==> config.mk <==
export PLATFORM = sky130hd
export DESIGN_NAME = apb_timer_unit
export DESIGN_NICKNAME = d
export VERILOG_FILES = /design/src/verilog/timer_pkg.sv /design/src/verilog/timer_ctrl_if.sv /design/src/verilog/apb_timer_unit.sv /design/src/verilog/timer_apb_regs.sv /design/src/verilog/timer_channel.sv /design/src/verilog/timer_counter.sv /design/src/verilog/timer_refclk_sync.sv
export SDC_FILE = /design/constraint.sdc
export NUM_CORES = 1
export LEC_CHECK = 0
export BUFFER_PORTS_ARGS = -buffer_cell sky130_fd_sc_hd__buf_2
export CAP_MARGIN = 5
export CORE_UTILIZATION = 45
export CTS_BUF_LIST = sky130_fd_sc_hd__clkbuf_2 sky130_fd_sc_hd__clkbuf_4 sky130_fd_sc_hd__clkbuf_8
export DETAILED_ROUTE_END_ITERATION = 7
export PLACE_DENSITY = 0.72
export SLEW_MARGIN = 25
export SYNTH_ARGS = -nofsm -noshare
export SYNTH_HDL_FRONTEND = slang
export SYNTH_HIERARCHICAL = 1
export SYNTH_SLANG_ARGS = --single-unit
export TNS_END_PERCENT = 1
==> constraint.sdc <==
create_clock -name HCLK -period 7.6 [get_ports HCLK]
set_input_delay 1.14 -clock HCLK [delete_from_list [all_inputs] [get_ports HCLK]]
set_output_delay 1.14 -clock HCLK [all_outputs]
set_load 0.05 [all_outputs]
==> src/verilog/timer_pkg.sv <==
package timer_pkg;

	// ~~~~~~~~~~~~~~~~~~~~~~~~~~~~
	// Types
	// ~~~~~~~~~~~~~~~~~~~~~~~~~~~~
	typedef logic [31:0] word_t;	// APB data, counter, compare and config words
	typedef logic [7:0]  presc_t;	// Prescaler compare value
	typedef logic [5:0]  reg_off_t;	// Register offset from the low address bits

	localparam int APB_ADDR_W = 12;

	// ~~~~~~~~~~~~~~~~~~~~~~~~~~~~
	// Register map
	// ~~~~~~~~~~~~~~~~~~~~~~~~~~~~
	localparam reg_off_t OFF_CFG_LO   = 6'h00;
	localparam reg_off_t OFF_CFG_HI   = 6'h04;
	localparam reg_off_t OFF_CNT_LO   = 6'h08;	// Write loads, read returns the count
	localparam reg_off_t OFF_CNT_HI   = 6'h0C;
	localparam reg_off_t OFF_CMP_LO   = 6'h10;
	localparam reg_off_t OFF_CMP_HI   = 6'h14;
	localparam reg_off_t OFF_START_LO = 6'h18;	// Write only command
	localparam reg_off_t OFF_START_HI = 6'h1C;
	localparam reg_off_t OFF_RST_LO   = 6'h20;	// Write only command
	localparam reg_off_t OFF_RST_HI   = 6'h24;

	// ~~~~~~~~~~~~~~~~~~~~~~~~~~~~
	// Configuration word bits
	// ~~~~~~~~~~~~~~~~~~~~~~~~~~~~
	localparam int CFG_EN        = 0;
	localparam int CFG_RST       = 1;	// Self-clearing
	localparam int CFG_IRQ_EN    = 2;
	localparam int CFG_EVT_EN    = 3;
	localparam int CFG_CMP_CLR   = 4;
	localparam int CFG_ONE_SHOT  = 5;
	localparam int CFG_PRESC_EN  = 6;
	localparam int CFG_REF_SEL   = 7;
	localparam int CFG_PRESC_LSB = 8;	// Prescaler value sits in bits 15:8

endpackage

==> src/verilog/timer_ctrl_if.sv <==
`timescale 1ns/10ps

interface timer_ctrl_if;

	timer_pkg::word_t cfg;		// Registered configuration word
	timer_pkg::word_t cmp;		// Registered compare value
	logic             load;		// One-cycle counter write
	timer_pkg::word_t load_val;
	logic             clear;	// One-cycle counter and prescaler clear
	timer_pkg::word_t value;	// Current counter value
	logic             stop;		// One-shot request to drop the enable bit

	modport regs (
		output cfg,
		output cmp,
		output load,
		output load_val,
		output clear,
		input  value,
		input  stop
	);

	modport chan (
		input  cfg,
		input  cmp,
		input  load,
		input  load_val,
		input  clear,
		output value,
		output stop
	);

endinterface

==> src/verilog/apb_timer_unit.sv <==
`timescale 1ns/10ps

module apb_timer_unit (
	input  logic                             HCLK,
	input  logic                             HRESETn,
	input  logic [timer_pkg::APB_ADDR_W-1:0] PADDR,
	input  timer_pkg::word_t                 PWDATA,
	input  logic                             PWRITE,
	input  logic                             PSEL,
	input  logic                             PENABLE,
	output timer_pkg::word_t                 PRDATA,
	output logic                             PREADY,
	output logic                             PSLVERR,
	input  logic                             ref_clk_i,
	input  logic                             event_lo_i,
	input  logic                             event_hi_i,
	output logic                             irq_lo_o,
	output logic                             irq_hi_o,
	output logic                             busy_o
);

	logic ref_edge;	// Shared by both channels

	timer_ctrl_if lo_if ();
	timer_ctrl_if hi_if ();

	assign PSLVERR = 1'b0;

	timer_apb_regs regs_u (
		.HCLK      (HCLK),
		.HRESETn   (HRESETn),
		.paddr_i   (PADDR),
		.pwdata_i  (PWDATA),
		.pwrite_i  (PWRITE),
		.psel_i    (PSEL),
		.penable_i (PENABLE),
		.prdata_o  (PRDATA),
		.pready_o  (PREADY),
		.event_lo_i(event_lo_i),
		.event_hi_i(event_hi_i),
		.lo        (lo_if.regs),
		.hi        (hi_if.regs),
		.busy_o    (busy_o)
	);

	timer_refclk_sync sync_u (
		.HCLK      (HCLK),
		.HRESETn   (HRESETn),
		.ref_clk_i (ref_clk_i),
		.ref_edge_o(ref_edge)
	);

	timer_channel chan_lo (
		.HCLK      (HCLK),
		.HRESETn   (HRESETn),
		.ref_edge_i(ref_edge),
		.ctrl      (lo_if.chan),
		.irq_o     (irq_lo_o)
	);

	timer_channel chan_hi (
		.HCLK      (HCLK),
		.HRESETn   (HRESETn),
		.ref_edge_i(ref_edge),
		.ctrl      (hi_if.chan),
		.irq_o     (irq_hi_o)
	);

endmodule

==> src/verilog/timer_apb_regs.sv <==
`timescale 1ns/10ps

module timer_apb_regs (
	input  logic                              HCLK,
	input  logic                              HRESETn,
	input  logic [timer_pkg::APB_ADDR_W-1:0]  paddr_i,
	input  timer_pkg::word_t                  pwdata_i,
	input  logic                              pwrite_i,
	input  logic                              psel_i,
	input  logic                              penable_i,
	output timer_pkg::word_t                  prdata_o,
	output logic                              pready_o,
	input  logic                              event_lo_i,
	input  logic                              event_hi_i,
	timer_ctrl_if.regs                        lo,
	timer_ctrl_if.regs                        hi,
	output logic                              busy_o
);

	timer_pkg::reg_off_t off;
	logic                wr_en;
	logic                rd_en;

	// Next configuration word after writes, self-clear, starts and stops
	function automatic timer_pkg::word_t cfg_next(
		input timer_pkg::word_t cur,
		input logic             wr_cfg,
		input timer_pkg::word_t wdata,
		input logic             start,
		input logic             evt,
		input logic             stop
	);
		timer_pkg::word_t nxt;
		nxt = wr_cfg ? wdata : cur;
		if (cur[timer_pkg::CFG_RST]) begin
			nxt[timer_pkg::CFG_RST] = 1'b0;	// Lives for a single cycle
		end
		if (start || (evt && nxt[timer_pkg::CFG_EVT_EN])) begin
			nxt[timer_pkg::CFG_EN] = 1'b1;
		end else if (stop) begin
			nxt[timer_pkg::CFG_EN] = 1'b0;
		end
		return nxt;
	endfunction

	assign off      = paddr_i[$bits(timer_pkg::reg_off_t)-1:0];
	assign pready_o = psel_i & penable_i;	// Zero wait states
	assign wr_en    = pready_o & pwrite_i;
	assign rd_en    = pready_o & ~pwrite_i;

	// ~~~~~~~~~~~~~~~~~~~~~~~~~~~~
	// Command strobes
	// ~~~~~~~~~~~~~~~~~~~~~~~~~~~~
	assign lo.load     = wr_en && (off == timer_pkg::OFF_CNT_LO);
	assign hi.load     = wr_en && (off == timer_pkg::OFF_CNT_HI);
	assign lo.load_val = pwdata_i;
	assign hi.load_val = pwdata_i;
	assign lo.clear    = (wr_en && (off == timer_pkg::OFF_RST_LO)) | lo.cfg[timer_pkg::CFG_RST];
	assign hi.clear    = (wr_en && (off == timer_pkg::OFF_RST_HI)) | hi.cfg[timer_pkg::CFG_RST];

	always_ff @(posedge HCLK or negedge HRESETn) begin
		if (!HRESETn) begin
			lo.cfg <= '0;
			hi.cfg <= '0;
			lo.cmp <= '0;
			hi.cmp <= '0;
		end else begin
			lo.cfg <= cfg_next(lo.cfg, wr_en && (off == timer_pkg::OFF_CFG_LO), pwdata_i,
				wr_en && (off == timer_pkg::OFF_START_LO), event_lo_i, lo.stop);
			hi.cfg <= cfg_next(hi.cfg, wr_en && (off == timer_pkg::OFF_CFG_HI), pwdata_i,
				wr_en && (off == timer_pkg::OFF_START_HI), event_hi_i, hi.stop);
			if (wr_en && (off == timer_pkg::OFF_CMP_LO)) begin
				lo.cmp <= pwdata_i;
			end
			if (wr_en && (off == timer_pkg::OFF_CMP_HI)) begin
				hi.cmp <= pwdata_i;
			end
		end
	end

	// ~~~~~~~~~~~~~~~~~~~~~~~~~~~~
	// Read mux
	// ~~~~~~~~~~~~~~~~~~~~~~~~~~~~
	always_comb begin
		prdata_o = '0;
		if (rd_en) begin
			case (off)
				timer_pkg::OFF_CFG_LO: prdata_o = lo.cfg;
				timer_pkg::OFF_CFG_HI: prdata_o = hi.cfg;
				timer_pkg::OFF_CNT_LO: prdata_o = lo.value;
				timer_pkg::OFF_CNT_HI: prdata_o = hi.value;
				timer_pkg::OFF_CMP_LO: prdata_o = lo.cmp;
				timer_pkg::OFF_CMP_HI: prdata_o = hi.cmp;
				default:               prdata_o = '0;	// Commands and holes read zero
			endcase
		end
	end

	assign busy_o = lo.cfg[timer_pkg::CFG_EN] | hi.cfg[timer_pkg::CFG_EN];

	// Every access phase must follow a setup phase with the slave selected
	a_pready_sel: assert property (
		@(posedge HCLK) disable iff (!HRESETn)
		pready_o |-> psel_i && $past(psel_i)
	) else $error("timer_apb_regs: access phase without select");

endmodule

==> src/verilog/timer_channel.sv <==
`timescale 1ns/10ps

module timer_channel (
	input  logic       HCLK,
	input  logic       HRESETn,
	input  logic       ref_edge_i,
	timer_ctrl_if.chan ctrl,
	output logic       irq_o
);

	logic                cfg_en;
	logic                presc_en;
	logic                tick;
	logic                presc_tick;
	logic                presc_wrap;
	logic                presc_match;
	logic                presc_clear;
	logic                cnt_tick;
	logic                cnt_match;
	logic                cnt_clear;
	logic                cmp_hit_clr;
	logic                match;
	timer_pkg::presc_t   presc_cmp;

	assign cfg_en    = ctrl.cfg[timer_pkg::CFG_EN];
	assign presc_en  = ctrl.cfg[timer_pkg::CFG_PRESC_EN];
	assign presc_cmp = ctrl.cfg[timer_pkg::CFG_PRESC_LSB +: $bits(timer_pkg::presc_t)];

	// ~~~~~~~~~~~~~~~~~~~~~~~~~~~~
	// Tick selection
	// ~~~~~~~~~~~~~~~~~~~~~~~~~~~~
	assign tick        = cfg_en & (ctrl.cfg[timer_pkg::CFG_REF_SEL] ? ref_edge_i : 1'b1);
	assign presc_tick  = tick & presc_en;
	assign presc_wrap  = presc_tick & presc_match;	// Last tick of a prescaler period
	assign presc_clear = ctrl.clear | presc_wrap;

	timer_counter #(
		.WIDTH($bits(timer_pkg::presc_t))
	) presc_u (
		.HCLK      (HCLK),
		.HRESETn   (HRESETn),
		.en_i      (presc_tick),
		.clear_i   (presc_clear),
		.load_i    (1'b0),
		.load_val_i('0),
		.cmp_i     (presc_cmp),
		.value_o   (),
		.match_o   (presc_match)
	);

	// ~~~~~~~~~~~~~~~~~~~~~~~~~~~~
	// Main counter and match
	// ~~~~~~~~~~~~~~~~~~~~~~~~~~~~
	assign match       = cnt_match & cfg_en;
	assign ctrl.stop   = match & ctrl.cfg[timer_pkg::CFG_ONE_SHOT];
	assign cnt_tick    = (presc_en ? presc_wrap : tick) & ~ctrl.stop;	// One-shot holds the count
	assign cmp_hit_clr = match & ctrl.cfg[timer_pkg::CFG_CMP_CLR] & ~ctrl.load;	// Software load wins
	assign cnt_clear   = ctrl.clear | cmp_hit_clr;
	assign irq_o       = match & ctrl.cfg[timer_pkg::CFG_IRQ_EN];

	timer_counter #(
		.WIDTH($bits(timer_pkg::word_t))
	) count_u (
		.HCLK      (HCLK),
		.HRESETn   (HRESETn),
		.en_i      (cnt_tick),
		.clear_i   (cnt_clear),
		.load_i    (ctrl.load),
		.load_val_i(ctrl.load_val),
		.cmp_i     (ctrl.cmp),
		.value_o   (ctrl.value),
		.match_o   (cnt_match)
	);

	// A one-shot match freezes the count for the register file to read
	a_stop_holds_count: assert property (
		@(posedge HCLK) disable iff (!HRESETn)
		ctrl.stop && !ctrl.cfg[timer_pkg::CFG_CMP_CLR] && !ctrl.clear && !ctrl.load
			|=> $stable(ctrl.value)
	) else $error("timer_channel: counter moved on one-shot stop");

endmodule

==> src/verilog/timer_counter.sv <==
`timescale 1ns/10ps

module timer_counter #(
	parameter int WIDTH = 32
) (
	input  logic             HCLK,
	input  logic             HRESETn,
	input  logic             en_i,
	input  logic             clear_i,
	input  logic             load_i,
	input  logic [WIDTH-1:0] load_val_i,
	input  logic [WIDTH-1:0] cmp_i,
	output logic [WIDTH-1:0] value_o,
	output logic             match_o
);

	logic [WIDTH-1:0] count_q;

	always_ff @(posedge HCLK or negedge HRESETn) begin
		if (!HRESETn) begin
			count_q <= '0;
		end else if (clear_i) begin
			count_q <= '0;
		end else if (load_i) begin
			count_q <= load_val_i;
		end else if (en_i) begin
			count_q <= count_q + 1'b1;	// Wraps silently at the top
		end
	end

	assign value_o = count_q;
	assign match_o = (count_q == cmp_i);

	// The channel must arbitrate compare-clear against software loads,
	// and APB pacing keeps CFG_RST clears apart from counter writes
	a_load_clear_excl: assert property (
		@(posedge HCLK) disable iff (!HRESETn)
		!(load_i && clear_i)
	) else $error("timer_counter: load and clear asserted together");

endmodule

==> src/verilog/timer_refclk_sync.sv <==
`timescale 1ns/10ps

module timer_refclk_sync (
	input  logic HCLK,
	input  logic HRESETn,
	input  logic ref_clk_i,
	output logic ref_edge_o
);

	logic sync_q0;
	logic sync_q1;
	logic sync_q2;

	always_ff @(posedge HCLK or negedge HRESETn) begin
		if (!HRESETn) begin
			sync_q0 <= 1'b0;
			sync_q1 <= 1'b0;
			sync_q2 <= 1'b0;
		end else begin
			sync_q0 <= ref_clk_i;	// First stage may go metastable
			sync_q1 <= sync_q0;
			sync_q2 <= sync_q1;	// Previous synchronized level
		end
	end

	// One HCLK pulse per rising reference edge
	assign ref_edge_o = sync_q1 & ~sync_q2;

endmodule
# Yosys cells after proc, flatten, opt, wreduce, memory -nomap -nowiden
# Cells that the tools add are included.
[op_classes] addsub=4 n_eq_ne=13 muxes=24 bitwise_logic=35 n_reduce_logical=23
[ops] operator="2-to-1 mux 32 bit" count=7
[ops] operator="one-hot mux 32 bit (6 select lines)" count=1
[ops] operator="adder 32 x 1 -> 32 bit (second input constant)" count=2
[ops] operator="equality test 32 bit" count=2
[ops] operator="2-to-1 mux 8 bit" count=4
[ops] operator="equality test 6 x 5 -> 1 bit (second input constant)" count=4
[ops] operator="bitwise AND 1 bit" count=22
[ops] operator="adder 8 x 1 -> 8 bit (second input constant)" count=2
[ops] operator="equality test 8 bit" count=2
[ops] operator="equality test 6 x 4 -> 1 bit (second input constant)" count=2
[ops] operator="equality test 6 bit (second input constant)" count=2
[ops] operator="logical AND 1 bit" count=12
[ops] operator="nonzero test 3 bit" count=4
[ops] operator="2-to-1 mux 1 bit" count=10
[ops] operator="2-to-1 mux 4 bit" count=2
[ops] operator="nonzero test 2 bit" count=4
[ops] operator="bitwise OR 1 bit" count=7
[ops] operator="equality test 6 x 3 -> 1 bit (second input constant)" count=1
[ops] operator="zero test 6 bit" count=1
[ops] operator="inverter 1 bit" count=6
[ops] operator="logical OR 1 bit" count=2
[totals] regBits=211 inputBits=52 output_inout_bits=37 wordCells=116

# Logic depth before layout (Yosys ltp)
# Gate-level depths: netlist of the first run.
[depth] depth_word=11 depth_mapped=13 ltp_nobuf=11

# By module
# Netlist of the first run, hierarchy kept.
[by_module_without_submodules] module="timer_apb_regs" instances=1 cells_each=522 area_each_um2=6543.8 seq_area_each_um2=3203.1
[by_module_without_submodules] module="timer_counter at chan_hi.count_u ..." instances=2 cells_each=273 area_each_um2=2351.0 seq_area_each_um2=800.8
[by_module_without_submodules] module="timer_counter at chan_hi.presc_u ..." instances=2 cells_each=59 area_each_um2=530.5 seq_area_each_um2=200.2
[by_module_without_submodules] module="timer_channel" instances=2 cells_each=10 area_each_um2=68.8 seq_area_each_um2=0.0
[by_module_without_submodules] module="timer_refclk_sync" instances=1 cells_each=4 area_each_um2=88.8 seq_area_each_um2=75.1
[by_module_without_submodules] module="apb_timer_unit" instances=1 cells_each=2 area_each_um2=11.3 seq_area_each_um2=0.0

# Worst setup path after synthesis of the first run
# OpenSTA, ideal clock, no wires.
[synth_timing] path_kind="input -> output" startpoint="input port PADDR[5] in the netlist's numbering" endpoint="output port PRDATA[0]" arrival_ns=3.245 required_ns=6.460 path_slack_ns=3.215 stages=6 path_buffers=2 cell_sequence="or4_1 buf_4 nor2_4 clkbuf_1 a22oi_1 a31oi_1"
[synth_via] elab_chain_len=3 word_cells_on_any_way=8 classes_between="eq/ne: 5; mux: 2; reduce/logical: 1"
[synth_lines] item="start, declared" line_no="apb_timer_unit.sv:6" rtl="input logic [timer_pkg::APB_ADDR_W-1:0] PADDR,"
[synth_lines] item="equality test 6 x 5 -> 1 bit (tied with other cells)" line_no="timer_apb_regs.sv:87" rtl="case (off)"
[synth_lines] item="one-hot mux 32 bit (6 select lines) *" line_no="timer_apb_regs.sv:87"
[synth_lines] item="2-to-1 mux 32 bit *" line_no="timer_apb_regs.sv:86" rtl="if (rd_en) begin"
[synth_lines] item="end, declared" line_no="apb_timer_unit.sv:11" rtl="output timer_pkg::word_t PRDATA,"
# Mark *: on every way between the ends. The rest lies on a longest branch, timed or not.

# Final worst setup path of the first run
[layout_timing] startpoint="input port PADDR[5] in the netlist's numbering" endpoint="output port PRDATA[26]"
# The elaborated chain is that of the path after synthesis.

==> results of run 1 <==
[flip-flops by register name (all words and copies together), names as in the netlist]
name and cells:
regs_u/lo.cfg 32, regs_u/hi.cmp 32, sync_u/sync_q1 1, sync_u/sync_q0 1, regs_u/lo.cmp 32, chan_hi/count_u/value_o 32, regs_u/hi.cfg 32, chan_lo/count_u/value_o 32
sync_u/sync_q2 1, chan_lo/presc_u/value_o 8, chan_hi/presc_u/value_o 8
[synthesized netlist by cell type, drive strengths merged, types with 25 or more instances]
cell    instances
nor2           86
a211oi         36
nand2          65
nand4          44
a31oi          34
nor4           25
buf           112
xor2          110
a21oi          28
a22oi          91
nand3          30
xnor2          26
dfrtp         211
mux2          126
[metal layers]
metal | wire length [um] | share of wire | vias to the layer above
li1 | - | - | 4428
met1 | 15420 | 0.43 | 5003
met2 | 16420 | 0.46 | 431
met3 | 2658 | 0.074 | 83
met4 | 1222 | 0.034 | 0
met5 | 0 | 0 | -
[area by class of cell]
cell class,instances,area share
clock buffers,59,0.05341
clock inverters,7,0.002860
inverters,11,0.003044
multi-input cells,878,0.4763
flip-flops and latches,211,0.3893
well taps,372,0.03431
repair buffers,99,0.04077
[power by group]
group	switching, mW	internal, mW	total, mW
combinational	0.371	0.250	0.622
sequential	0.222	1.24	1.47
clock	0.478	0.606	1.08
total	1.07	2.10	3.17
[layout by cell type (no fill, tap or decap), types with 4 or more instances in the layout]
master / netlist / routed
and3_1: 18 / 18
mux2_2: 121 / 121
nand4_1: 40 / 40
nand2b_1: 7 / 7
a31oi_1: 34 / 34
o21bai_1: 4 / 4
a311oi_1: 10 / 10
a21o_1: 6 / 6
clkbuf_4: 0 / 14
a22o_1: 6 / 6
xor2_1: 110 / 110
ha_1: 4 / 4
dfrtp_1: 211 / 211
inv_1: 11 / 11
nand2_1: 65 / 65
conb_1: 3 / 23
mux2i_1: 4 / 4
nand3_1: 28 / 28
nor2_1: 83 / 80
clkbuf_8: 0 / 46
nor3_1: 12 / 11
nor3_4: 4 / 4
nor4_1: 19 / 19
clkinv_2: 0 / 6
nor2_2: 2 / 5
a21oi_1: 28 / 28
xnor2_1: 26 / 26
mux2_1: 4 / 4
o21ai_0: 18 / 18
and2_1: 7 / 7
or3_1: 16 / 16
buf_4: 71 / 17
a22oi_1: 91 / 91
a41o_1: 4 / 4
buf_2: 28 / 80
nor4_4: 4 / 4
a211oi_1: 36 / 36
nand4_2: 4 / 4
[logic make-up (layout without fill, tap and decap cells)]
logic type,after synthesis,after routing,synth area share
other cells,3,23,0.0008976
mux,130,130,0.1166
simple gates,335,335,0.1508
buf+inv,143,176,0.07102
flops,211,211,0.4209
fa+ha+maj,4,4,0.003990
compound gates,250,250,0.1408
xor+xnor,136,136,0.09495
[worst max-delay path, delay by kind of cell]
family / cells / cell delay (ns)
compound gates: 2 / 0.38
buf+inv: 3 / 0.87
simple gates: 2 / 1.62
[path summary, 6_finish.rpt]
| path | end | cells after the start |
|---|---|---|
| max | PRDATA[26] | 7 |
| min | sync_u/sync_q1$_DFF_PN0_ | 0 |
| max reg2reg | chan_hi/count_u/value_o[21]$_DFFE_PN0P_ | 11 |
| min reg2reg | sync_u/sync_q1$_DFF_PN0_ | 0 |
| max in group asynchronous | regs_u/hi.cmp[31]$_DFFE_PN0P_ | 2 |
| min in group asynchronous | regs_u/hi.cfg[0]$_DFFE_PN0P_ | 1 |
==> run metrics, run 1 <==
Skew-Pair Late Insertion Delay=approximately 0.54 ns; Most common cell on crit path=buf_2; max-slew violations=0; drc violations=0; top cell type's share of synthesized area=0.4209; Worst-path clk slew=roughly 0.060 ns; Max stage delay on crit path=around 0.89 ns; Place WS=2.494 ns; CTS root buf=clkbuf_8; crit path cell chain=buf_2 > or4b_1 > nor2_2 > buf_4 > a22oi_1 > a31oi_1 > buf_2; PortBufs=~80; Worst Tran Pin Value=~1.1 ns; first-pass GRT wire length=approximately 56,000 um; Rel. slew slack=0.2876; flop-to-flop setup slack=between 3 and 4 ns; unrepaired setup endpoints after global routing=no; utilization after layout=0.4991; drt first pass iters=5; M3 GR Usage=0.04583; num rows=60; WL per Instance=roughly 22 um; antenna viol nets, final=0; die area=~0.029 mm^2; crit path from=PADDR[5]; Post-Place Cells=between 1.5k and 2k; highest clock rate=just under 200 MHz; WP data arrival=approximately 4.0 ns; syn avg cell area=a little over 10 um^2; CTS tree=yes; Tcrit/Tclk final=0.6794; Worst Setup End Kind=output port; gpl congestion=just over 0.9; GRT overflow=0; initial antenna violation count=0; synth top area cells=dfrtp_1 42%, mux2_2 11%, xor2_1 7.7%; Die Width=169.0 um; fin nets=approximately 1.3k; CTS Buf Count=37; Fillers=2,539; Critical Path RT=about 6.5 ns; Hold WC Path Type=reg2reg; number of hold violations in the final report=0; Yosys top cell by area=dfrtp_1; worst hold slack=approximately 0.36 ns; Leak=slightly below 6 nW; number of flops mapped to enable cells by yosys=0; worst r2r src=chan_hi/count_u/value_o[0]$_DFFE_PN0P_; CTS H-tree lvls=2; clk_skew=around 0.02 ns; register area=approximately 0.0053 mm^2; CP Launch Type=input port; ys async rst share=1.000; routed wire length=35,720 um; starting density of the core=0.4616; Worst Setup Path Type=in2out; post-CTS setup buffer count=0; endpoints failing setup=0; clock buffer depth=3; chip height=approximately 170 um; top_reg_cell synth=dfrtp_1; VDD IR max=between 100 and 150 uV; CP max FO=17; Syn. warnings=6; clock sink count=around 210; DRT iter0 DRCs=about 900; Multi-input gate area=around 0.0065 mm^2; total vias in the final route=between 9k and 10k; Total Power=approximately 3.2 mW; Pwr Density=roughly 230 mW/mm^2; CP max stage cell=nor2_2; layout cells sized above 1=0.2522; outcome=finished, final reports clean; Post-Syn Area=between 0.01 and 0.015 mm^2; M1 GR Usage=0.3523; FF+latch count, synth=between 200 and 250; Hold Path Origin=sync_u/sync_q0$_DFF_PN0_; Setup WS post-layout=2.437 ns; setup_tns=0 ns; crit path time final=5.163 ns; largest net degree at the start of global routing=78; # diodes=0; post-DP HPWL=around 24,000 um; total core area=around 0.027 mm^2; Total GRT Usage=0.2557; vias per std cell=around 6.1; P&R area growth vs syn=8.129%; global route hottest layer=met2; CTS resizes=0; design area=around 0.014 mm^2; met2 Track Usage GR=0.3980; Ports=89; vias in the first global route=9,852; Seq/Total Area, Yosys=0.4209; placed inst area=~0.013 mm^2; cells after synthesis=around 1.2k; max-cap violation count=0; library cells used by synthesis=63; fin cells=1,637; hold_buf cts=0
Note: power is estimated with default switching activity, not from simulation.
==> inputs of run 2 (changes only) <==
Settings changed: ABC_AREA set to 1.
Clock period 7.6 ns to 5.1 ns, I/O delays scaled along.
==> run 2 against run 1 <==
Net effect: setup slack got worse by 1.3 ns; critical path type unchanged; die area rose by 16%; combinational power rose by 58%; critical endpoint is now PRDATA[3]; global-route usage rose by 1.4 points; register-to-register slack got worse by 1.8 ns; hold slack got worse by 0.25 ns.
==> run metrics, run 2 <==
Worst Setup End Kind=output port; crit path time final=about 4 ns; DRT iter0 DRCs=1,390 (+55%); clock buffer depth=3 (unchanged); crit path cell chain=buf_2 > nor2_4 > buf_4 > nand2_1 > nor2_2 > buf_4 > a21oi_1 > a21oi_1 > buf_2; post-CTS setup buffer count=0 (unchanged); drc violations=0 (unchanged); cells after synthesis=2,126 (+75%); gpl congestion=0.9079 (-2.5%); fin cells=2,568 (+57%); VDD IR max=173.5 uV (+36%); Post-Syn Area=0.01453 mm^2 (+16%); drt first pass iters=6 (+1); Tcrit/Tclk final=0.7857; layout cells sized above 1=0.1168 (-0.1354); most frequent cells in the layout=554 x nand2_1, 312 x nor2_1, 211 x dfrtp_1; Rel. slew slack=0.2746 (-0.01299); outcome=finished, final reports clean; vias in the first global route=12.86k (+31%); CTS tree=yes; Leak=7.478 nW (+28%); Hold WC Path Type=in2async; Post-Place Cells=2,498 (+59%); Pwr Density=310.2 mW/mm^2 (+33%); library cells used by synthesis=38 (-40%); CTS root buf=clkbuf_8; fin nets=2,194 (+70%); largest net degree at the start of global routing=125 (+60%); num rows=65 (+8.3%); number of hold violations in the final report=0 (unchanged); PortBufs=81 (unchanged); Skew-Pair Late Insertion Delay=0.55 ns (about the same); syn avg cell area=6.833 um^2 (-34%); most frequent cell after synthesis=nand2_1; CP max FO=23 (+6); Max stage delay on crit path=0.49 ns (-0.40 ns); Total GRT Usage=0.2698 (+0.01412); FF+latch count, synth=211 (unchanged); CP Launch Type=input port; post-DP HPWL=31,540 um (+29%); setup_tns=0 ns (unchanged); clock sink count=211 (unchanged); hold_buf cts=0 (unchanged); total core area=0.03164 mm^2 (+16%); Fillers=3,166 (+25%); WP data arrival=3.24 ns (-0.78 ns); CTS Buf Count=39 (+5.4%); WL per Instance=17.26 um (-21%); Worst Setup Path Type=in2out; antenna viol nets, final=0 (unchanged); delay-heaviest family, CP=buffers and inverters; Syn. warnings=6 (unchanged); top cell type's share of synthesized area=0.3634 (-0.05746); starting density of the core=0.4592 (-0.002397); routed wire length=44,310 um (+24%); GRT overflow=0 (unchanged); Ports=89 (unchanged); chip height=181.7 um (+7.5%); synth cell count leaders=554 x nand2_1, 314 x nor2_1, 211 x dfrtp_1, 180 x inv_1, 150 x nand3_1; initial antenna violation count=1 (+1); highest clock rate=between 200 and 250 MHz; first-pass GRT wire length=70,110 um (+24%); unrepaired setup endpoints after global routing=no; Yosys top cell by area=dfrtp_1; synth top area cells=dfrtp_1 36%, nand2_1 14%, nor2_1 8.1%; CP max stage cell=nor2_4; number of flops mapped to enable cells by yosys=0 (unchanged); endpoints failing setup=0 (unchanged); Die Width=181.7 um (+7.5%); clk_skew=0.03346 ns (+0.01341 ns); die area=0.03301 mm^2 (+16%); commonest non-fill, non-tap cell in the layout=nand2_1; top_reg_cell synth=dfrtp_1; worst path bufs/invs=4 (+1); Critical Path RT=4.34 ns (-2.12 ns); ys async rst share=1.000 (unchanged); Worst Tran Pin Value=1.088 ns (+0.02294 ns); P&R area growth vs syn=7.872%; total vias in the final route=13.98k (+41%); max-slew violations=0 (unchanged); vias per std cell=5.443 (-10%); CTS resizes=0 (unchanged); # diodes=0 (unchanged); Worst-path clk slew=0.05 ns (about the same); CTS H-tree lvls=2 (unchanged); Seq/Total Area, Yosys=0.3634 (-0.05746); max-cap violation count=0 (unchanged); Total Power=4.861 mW (+53%)
run 2: cell count changes after synthesis, moves of 50 or more:
cell     change
xnor2_1     +50
o21ai_0     +75
mux2_2     -121
nor2_1     +231
nand2_1    +489
a22oi_1     -91
o21ai_1     +90
nand3_1    +122
nand4_1     +61
inv_1      +169
xor2_1      -89
run 2: layout make-up:
| type | count | area [um^2] | share of cell area |
|---|---|---|---|
| Multi-Input combinational cell | 1594 | 7700 | 0.4913 |
| Sequential cell | 211 | 5280 | 0.3369 |
| Clock buffer | 63 | 810.8 | 0.05174 |
| Inverter | 185 | 694.4 | 0.04431 |
| Timing Repair Buffer | 107 | 643.1 | 0.04104 |
| Tap cell | 402 | 503.0 | 0.03210 |
| Clock inverter | 6 | 40.04 | 0.002555 |
run 2: worst reg2reg max path, delay by kind of cell, from the launching register on:
kind,cells,cell delay (ns)
xor gates and xnor gates,1,0.25
AOI/OAI and AO/OA,1,0.24
buffers and inverters,2,0.64
and+or+nand+nor,8,1.32
DFF,1,0.48
run 2: path summary, 6_finish.rpt:
check / startpoint / slack [ns] / cells after the start / endpoint
setup / recovery: PADDR[1] / 1.09 / 9 / PRDATA[3]
hold / removal: HRESETn / 0.11 / 1 / chan_lo/presc_u/value_o[6]$_DFFE_PN0P_
setup reg to reg: chan_hi/count_u/value_o[18]$_DFFE_PN0P_ / 2.05 / 12 / chan_hi/count_u/value_o[15]$_DFFE_PN0P_
hold reg to reg: sync_u/sync_q0$_DFF_PN0_ / 0.35 / 0 / sync_u/sync_q1$_DFF_PN0_
max in group asynchronous: HRESETn / 3.69 / 3 / chan_lo/count_u/value_o[12]$_DFFE_PN0P_
min in group HCLK: ref_clk_i / 0.33 / 1 / sync_u/sync_q0$_DFF_PN0_
run 2: cell families after synthesis:
logic type	share of synthesized area
fa+ha+maj	0.003445
buf+inv	0.1146
compound gates	0.09577
flops	0.3634
xor+xnor	0.05848
simple gates	0.3634
other cells	0.0007751
run 2: layer usage:
layer	wire length [um]	global-route usage
met5	13	0
met4	1234	0.08610
met3	3773	0.05435
met2	20370	0.4351
met1	18920	0.3628
run 2: where the power goes:
group          leakage, nW  switching (mW)  internal (mW)
Clock                0.450           0.761           1.01
Sequential            2.72           0.273           1.84
Combinational         4.31           0.637          0.345
Total                 7.48            1.67           3.19
run 2: metrics by stage:
stage          setup slack (ns)    util  hold slack (ns)  instance area [um^2]
6_report                  1.093  0.4954           0.1105                 15670
3_5_place_dp              1.193  0.4676           0.3442                 14790
2_1_floorplan             1.956       -           0.3312                 14620
3_3_place_gp              1.265  0.4676           0.3415                 14790
5_1_grt                   1.012  0.4954           0.1295                 15670
4_1_cts                   1.220  0.4945           0.3163                 15640
